**config.mk**
```make
export PLATFORM = sky130hd
export DESIGN_NAME = mem_read_check
export DESIGN_NICKNAME = d
export VERILOG_FILES = /design/src/verilog/mem_pkg.sv /design/src/verilog/mem_read_check.sv
export SDC_FILE = /design/constraint.sdc
export NUM_CORES = 1
export LEC_CHECK = 0
export BUFFER_PORTS_ARGS = -buffer_cell sky130_fd_sc_hd__buf_2
export CAP_MARGIN = 20
export CORE_ASPECT_RATIO = 0.9
export CORE_MARGIN = 4
export CORE_UTILIZATION = 36
export CTS_BUF_LIST = sky130_fd_sc_hd__clkbuf_8
export CTS_CLUSTER_DIAMETER = 150
export DETAILED_ROUTE_END_ITERATION = 7
export PLACE_DENSITY = 0.95
export SETUP_SLACK_MARGIN = 0.5
export SLEW_MARGIN = 10
export SYNTH_ARGS = -nofsm -noshare
export SYNTH_HDL_FRONTEND = slang
export SYNTH_SLANG_ARGS = --single-unit
```
**constraint.sdc**
```tcl
create_clock -name clk_i -period 1.83 [get_ports clk_i]
set_input_delay 0.183 -clock clk_i [delete_from_list [all_inputs] [get_ports clk_i]]
set_output_delay 0.183 -clock clk_i [all_outputs]
set_load 0.03 [all_outputs]
```
**src/verilog/mem_pkg.sv**
```systemverilog
`default_nettype none

package mem_pkg;

  localparam int MEM_ADDR_WIDTH  = 10;
  localparam int MEM_DATA_WIDTH  = 46;
  localparam int MEM_SLICE_WIDTH = 8;
  localparam int MEM_NUM_SLICES  = 6;
  localparam int MEM_DEPTH       = 1 << MEM_ADDR_WIDTH;
  localparam int MEM_PAD_WIDTH   = MEM_NUM_SLICES * MEM_SLICE_WIDTH; // Word padded to whole slices

  typedef struct packed {
    logic                        v;      // Access strobe
    logic                        w;      // High for write
    logic [MEM_ADDR_WIDTH-1:0]   addr;
    logic [MEM_DATA_WIDTH-1:0]   data;
    logic [MEM_NUM_SLICES-1:0]   inject; // Parity bits to flip on write
  } mem_req_t;

  typedef struct packed {
    logic                        valid;
    logic [MEM_DATA_WIDTH-1:0]   data;
    logic                        parity_err;
    logic [MEM_NUM_SLICES-1:0]   err_slices;
  } mem_rsp_t;

  // Even parity of each byte slice, top slice zero-extended
  function automatic logic [MEM_NUM_SLICES-1:0] slice_parity(
    input logic [MEM_DATA_WIDTH-1:0] data
  );
    logic [MEM_PAD_WIDTH-1:0]  padded;
    logic [MEM_NUM_SLICES-1:0] par;
    padded = {{(MEM_PAD_WIDTH - MEM_DATA_WIDTH){1'b0}}, data};
    for (int k = 0; k < MEM_NUM_SLICES; k++) begin
      par[k] = ^padded[k*MEM_SLICE_WIDTH +: MEM_SLICE_WIDTH];
    end
    return par;
  endfunction

endpackage

`default_nettype wire
```
**src/verilog/mem_read_check.sv**
```systemverilog
`timescale 1ns/1ps
`default_nettype none

// Checks stored parity against the data read back and forms the response
module mem_read_check (
  input  wire logic                                clk_i,
  input  wire logic                                reset_i,
  input  wire logic                                read_i,   // v and not w, this cycle
  input  wire logic [mem_pkg::MEM_DATA_WIDTH-1:0]  data_i,   // From the data array
  input  wire logic [mem_pkg::MEM_NUM_SLICES-1:0]  parity_i, // From the parity array
  output mem_pkg::mem_rsp_t                        rsp_o
);

  logic                               read_q;     // Read issued on the last edge
  logic [mem_pkg::MEM_NUM_SLICES-1:0] calc_parity;
  logic [mem_pkg::MEM_NUM_SLICES-1:0] mismatch;

  // Macros return data one cycle after the read edge
  always_ff @(posedge clk_i) begin
    if (reset_i) begin
      read_q <= 1'b0;
    end else begin
      read_q <= read_i;
    end
  end

  assign calc_parity = mem_pkg::slice_parity(data_i);

  // Stored and recomputed parity differ in the faulty slices
  assign mismatch = calc_parity ^ parity_i;

  always_comb begin
    rsp_o.valid      = read_q;
    rsp_o.data       = data_i;
    // Array outputs are stale outside a response cycle
    rsp_o.err_slices = mismatch & {mem_pkg::MEM_NUM_SLICES{read_q}};
    rsp_o.parity_err = |rsp_o.err_slices;
  end

  // Nothing flagged outside a response
  a_no_err_when_idle: assert property (
    @(posedge clk_i) disable iff (reset_i)
    !rsp_o.valid |-> (rsp_o.err_slices == '0 && !rsp_o.parity_err)
  ) else $error("mem_read_check: error bits set while rsp_o.valid is low");

  // Each response traces back to a read one edge earlier
  a_valid_follows_read: assert property (
    @(posedge clk_i) disable iff (reset_i)
    rsp_o.valid |-> $past(read_i)
  ) else $error("mem_read_check: rsp_o.valid without a read on the previous edge");

endmodule

`default_nettype wire

```
==> impl_metrics.json, run 1 <==
{
  "layout_commonest_cell": "buf_2",
  "grt_pass1_wl_um": 3170,
  "p_leak_nw": 0.819,
  "die_area_um2": 3350,
  "dr.first_iter.drc_count": 9,
  "status": "finished clean",
  "io_buffers": 108,
  "fp-row-count": 16,
  "initial_core_util_pct": 39.5,
  "ios": 109,
  "netlist_instances": 101,
  "core_um2": 2260,
  "endpoint_kind": "primary output",
  "final_cell_mix": "85 x buf_2, 20 x buf_6, 12 x xnor2_2",
  "ir_worst_vdd_mv": 0.399,
  "largest_reg_flops": 1,
  "top_layer": "met3",
  "wl_met2_um": 1430,
  "cp_data_required_time_ns": 1.65,
  "fin_crit_ns": 1.61,
  "grt_overflow": 0,
  "ys_warn_count": 0,
  "synth.distinct_cells": 15,
  "drive_gt1_share_pct": 81.9,
  "max_cap_violations": 0,
  "p_per_area_nw_per_um2": 512,
  "cp-start-kind": "input port",
  "wl_per_cell_um": 12.8,
  "antenna_found_initial": 0,
  "fmax_mhz": 621,
  "worstPathArrival_ns": 1.43,
  "synth_fp_nets": 156,
  "ctsHoldBuffers": 0,
  "power_mw": 0.746,
  "wirelength_um": 2480,
  "slew_headroom_pct": 82.3,
  "postRouteAntennaNets": 0,
  "fin_nets": 223,
  "drv_slew": 0,
  "gp_congestion": 0.664,
  "diodes": 0,
  "via_count": 818,
  "hold_class": "in2reg",
  "grt_usage_pct": 11.5,
  "grt_max_degree": 9,
  "final_hold_viol_count": 0,
  "synth-seq-cells": 1,
  "syn_area_um2": 895,
  "crit_type": "in2out",
  "hpwl_um": 2050,
  "die_x_um": 60.5,
  "rsz0062_at_grt": "yes",
  "synth_area_per_cell_um2": 8.86,
  "vias_per_cell": 4.24,
  "reg.largest.list": "read_q x1",
  "wl_met1_um": 634,
  "num-fill-cells": 192,
  "drtPass1Iterations": 2,
  "path_max_fanout": 2,
  "cts.clk_slew.worst_paths_ns": 0,
  "worst_pin_slew_ns": 0.264,
  "top_register": "read_q",
  "die_h_um": 55.3,
  "wl_met3_um": 412,
  "yosysSeqAreaShare_pct": 2.24,
  "drcViolationCount": 0,
  "grt_pass1_vias": 801,
  "area_growth_pct": 62.9,
  "fin_crit_sh_pct": 88.1,
  "setup_viol": 0,
  "setup_tns_ns": 0
}
-- cell type report --
type,instances,area [µm²],area share (%)
Multi-Input combinational cell,52,674,46.3
Sequential cell,1,20.0,1.37
Tap cell,27,33.8,2.32
Inverter,1,3.75,0.258
Timing Repair Buffer,112,726,49.8
-- final timing paths --
path	end	slack, ns	cells after the start	startpoint
max	rsp_o[6]	0.22	7	data_i[15]
min	read_q	0.34	2	reset_i
-- kinds of logic after synthesis --
logic type                Yosys count  synth area share, %
buffers and inverters              48                 39.9
xor gates and xnor gates           37                 47.0
and+or+nand+nor                    11                 6.71
AOI/OAI and AO/OA                   2                 1.12
muxes                               2                 3.08
DFF                                 1                 2.24
-- repair_timing --
item / in CTS / in global routing
endpoints found under the setup margin: 6 / 7
pin swaps: 17 / 19
resized for setup: 30 / 32
setup buffers: 0 / 3
-- worst max-delay path, cell delays in order --
cell and delay, ns:
buf_6 0.10, xnor2_2 0.14, xnor3_1 0.45, xnor2_2 0.16, o21ai_2 0.17, nand3_2 0.09
buf_6 0.14
-- stage by stage --
| stage | hold WS [ns] | util (%) | worst slack, ns | area, µm² | instances |
|---|---|---|---|---|---|
| after detailed placement | 0.345 | 50.8 | 0.0573 | 1150 | 190 |
| after floorplan | 0.255 | - | 0.302 | 921 | 101 |
| after global placement | 0.338 | 50.8 | 0.0843 | 1150 | 190 |
| final | 0.345 | 64.4 | 0.219 | 1460 | 193 |
| after global routing | 0.355 | 64.4 | 0.183 | 1460 | 193 |
| after CTS | 0.345 | 56.8 | 0.185 | 1280 | 190 |
-- Yosys cell counts --
master / count / area share [%]
buf_4: 47 / 39
nor2_1: 1 / 0.42
nand2_1: 2 / 0.84
dfxtp_1: 1 / 2.2
or2_1: 1 / 0.70
nand2b_1: 1 / 0.70
nor2b_1: 1 / 0.70
and2_1: 4 / 2.8
xor2_1: 7 / 6.9
xnor3_1: 7 / 18
o21ai_0: 2 / 1.1
inv_1: 1 / 0.42
mux2i_2: 2 / 3.1
nand3_1: 1 / 0.56
xnor2_1: 23 / 23
-- metal layers --
| metal | global-route usage (%) | vias to the layer above |
|---|---|---|
| met5 | 0 | - |
| met4 | 0 | 0 |
| met3 | 2.10 | 0 |
| met2 | 26.5 | 65 |
| met1 | 9.49 | 357 |
| li1 | - | 396 |
-- report_power, final --
part	internal [mW]	leakage [nW]	switching (mW)
clock	0	0	0
combinational	0.362	0.810	0.359
sequential	0.0235	0.00834	0.00113
total	0.386	0.819	0.360
Power figures use the tool's default switching activity.
==> run 2: changes to the inputs <==
--- a/config.mk
+++ b/config.mk
@@ -13,6 +13,7 @@
 export CTS_BUF_LIST = sky130_fd_sc_hd__clkbuf_8
 export CTS_CLUSTER_DIAMETER = 150
 export DETAILED_ROUTE_END_ITERATION = 7
+export MAX_ROUTING_LAYER = met4
 export PLACE_DENSITY = 0.95
 export SETUP_SLACK_MARGIN = 0.5
 export SLEW_MARGIN = 10
==> constraint.sdc (replaced) <==
create_clock -name clk_i -period 1.83 [get_ports clk_i]
set_input_delay 0.183 -clock clk_i [delete_from_list [all_inputs] [get_ports clk_i]]
set_output_delay 0.183 -clock clk_i [all_outputs]
set_load 0.1 [all_outputs]
==> run 2 against run 1 <==
Net effect: maximum frequency down 3.6%; total power up 70%; via count up 1.5%; sequential power down 2%; global-route usage up 1.2 points; die area unchanged; wire length down 1.4%; sequential cell count unchanged; critical path depth unchanged; utilization up 5.1 points; critical endpoint unchanged.
==> impl_metrics.json, run 2 (synthesized netlist as in run 1, its figures left out) <==
{
  "status": "finished clean",
  "setup_tns_ns": 0,
  "via_count": 830,
  "postRouteAntennaNets": 0,
  "cp-start-kind": "input port",
  "dpl.cell_count": 191,
  "die_x_um": 60.5,
  "p_leak_nw": 0.861,
  "final_hold_viol_count": 0,
  "fin_ws_ns": 0.158,
  "largest_reg_flops": 1,
  "p_per_area_nw_per_um2": 806,
  "place_ws_ns": -0.00552,
  "max_cap_violations": 0,
  "drcViolationCount": 0,
  "ff_latch_area_um2": 20.0,
  "gp_congestion": 0.645,
  "grt_overflow": 0,
  "hpwl_um": 2090,
  "wirelength_um": 2440,
  "num-fill-cells": 183,
  "hold_class": "in2reg",
  "fp-row-count": 16,
  "core_um2": 2260,
  "fmax_mhz": 598,
  "slew_headroom_pct": 67.0,
  "final_cell_mix": "81 x buf_2, 20 x buf_6, 14 x xnor2_2",
  "path_max_fanout": 2,
  "dr.first_iter.drc_count": 8,
  "ios": 109,
  "worstHoldPathCells": 2,
  "setup_viol": 0,
  "io_buffers": 108,
  "cts.clk_slew.worst_paths_ns": 0,
  "grt_pass1_wl_um": 3330,
  "die_h_um": 55.3,
  "worstPathArrival_ns": 1.49,
  "crit_type": "in2out",
  "area_growth_pct": 75.8,
  "drtPass1Iterations": 2,
  "power_mw": 1.27,
  "layout_commonest_cell": "buf_2",
  "fin_nets": 223,
  "grt_pass1_vias": 790,
  "wl_per_cell_um": 12.7,
  "fin_crit_sh_pct": 91.4,
  "top_register": "read_q",
  "instances_no_fill": 193,
  "diodes": 0,
  "rsz0062_at_grt": "yes",
  "initial_core_util_pct": 39.5,
  "fin_crit_ns": 1.67,
  "drv_slew": 0,
  "grt_max_degree": 11,
  "drive_gt1_share_pct": 83.7,
  "ctsHoldBuffers": 0,
  "ir_worst_vdd_mv": 0.480,
  "multi_input_area_um2": 699,
  "endpoint_kind": "primary output",
  "vias_per_cell": 4.30,
  "die_area_um2": 3350,
  "reg.largest.list": "read_q x1",
  "utilization_pct": 69.5,
  "cp_data_required_time_ns": 1.65,
  "antenna_found_initial": 0,
  "worst_pin_slew_ns": 0.499,
  "grt_usage_pct": 12.6
}
## run 2: cell counts in the layout (fill, tap and decap cells not counted)
Identical to the previous run, type by type.
## run 2: what timing repair did
item                                    in CTS  in global routing
resized for setup                           19                 31
endpoints found under the setup margin       7                  7
cloned                                       0                  0
pin swaps                                   15                 22
setup buffers                                0                  2
## run 2: area by class of cell
cell class	count	share of cell area (%)
Inverter	1	0.239
Multi-Input combinational cell	52	44.5
Sequential cell	1	1.27
Tap cell	27	2.15
Timing Repair Buffer	112	51.9
## run 2: worst paths after layout
path                  startpoint        to  slack (ns)
worst max-delay path  data_i[37]  rsp_o[6]        0.16
worst min-delay path     reset_i    read_q        0.34
## run 2: metrics by stage
| step | hold WS (ns) | cell area (µm²) |
|---|---|---|
| floorplan | 0.255 | 973 |
| global route | 0.357 | 1570 |
| global placement | 0.338 | 1320 |
| CTS | 0.345 | 1410 |
| finish | 0.343 | 1570 |
| detailed placement | 0.345 | 1320 |
## run 2: metal layers
layer	vias up	wire length, µm	share of wire (%)	GRT usage [%]
met4	0	0	0	0
li1	398	-	-	-
met1	369	627	26	11.3
met3	0	406	17	0.932
met2	63	1410	58	28.1
met5	-	0	0	-
## run 2: power by group
part / switching, mW / internal [mW] / leakage (nW)
Combinational: 0.809 / 0.434 / 0.852
Sequential: 0.000781 / 0.0235 / 0.00834
Clock: 0 / 0 / 0
Total: 0.810 / 0.457 / 0.861
## run 2: worst max-delay path: stages
cell,delay (ns)
buf_6,0.10
xnor2_2,0.14
xnor3_1,0.45
xnor2_2,0.17
o21ai_2,0.18
nand3_4,0.09
buf_12,0.17
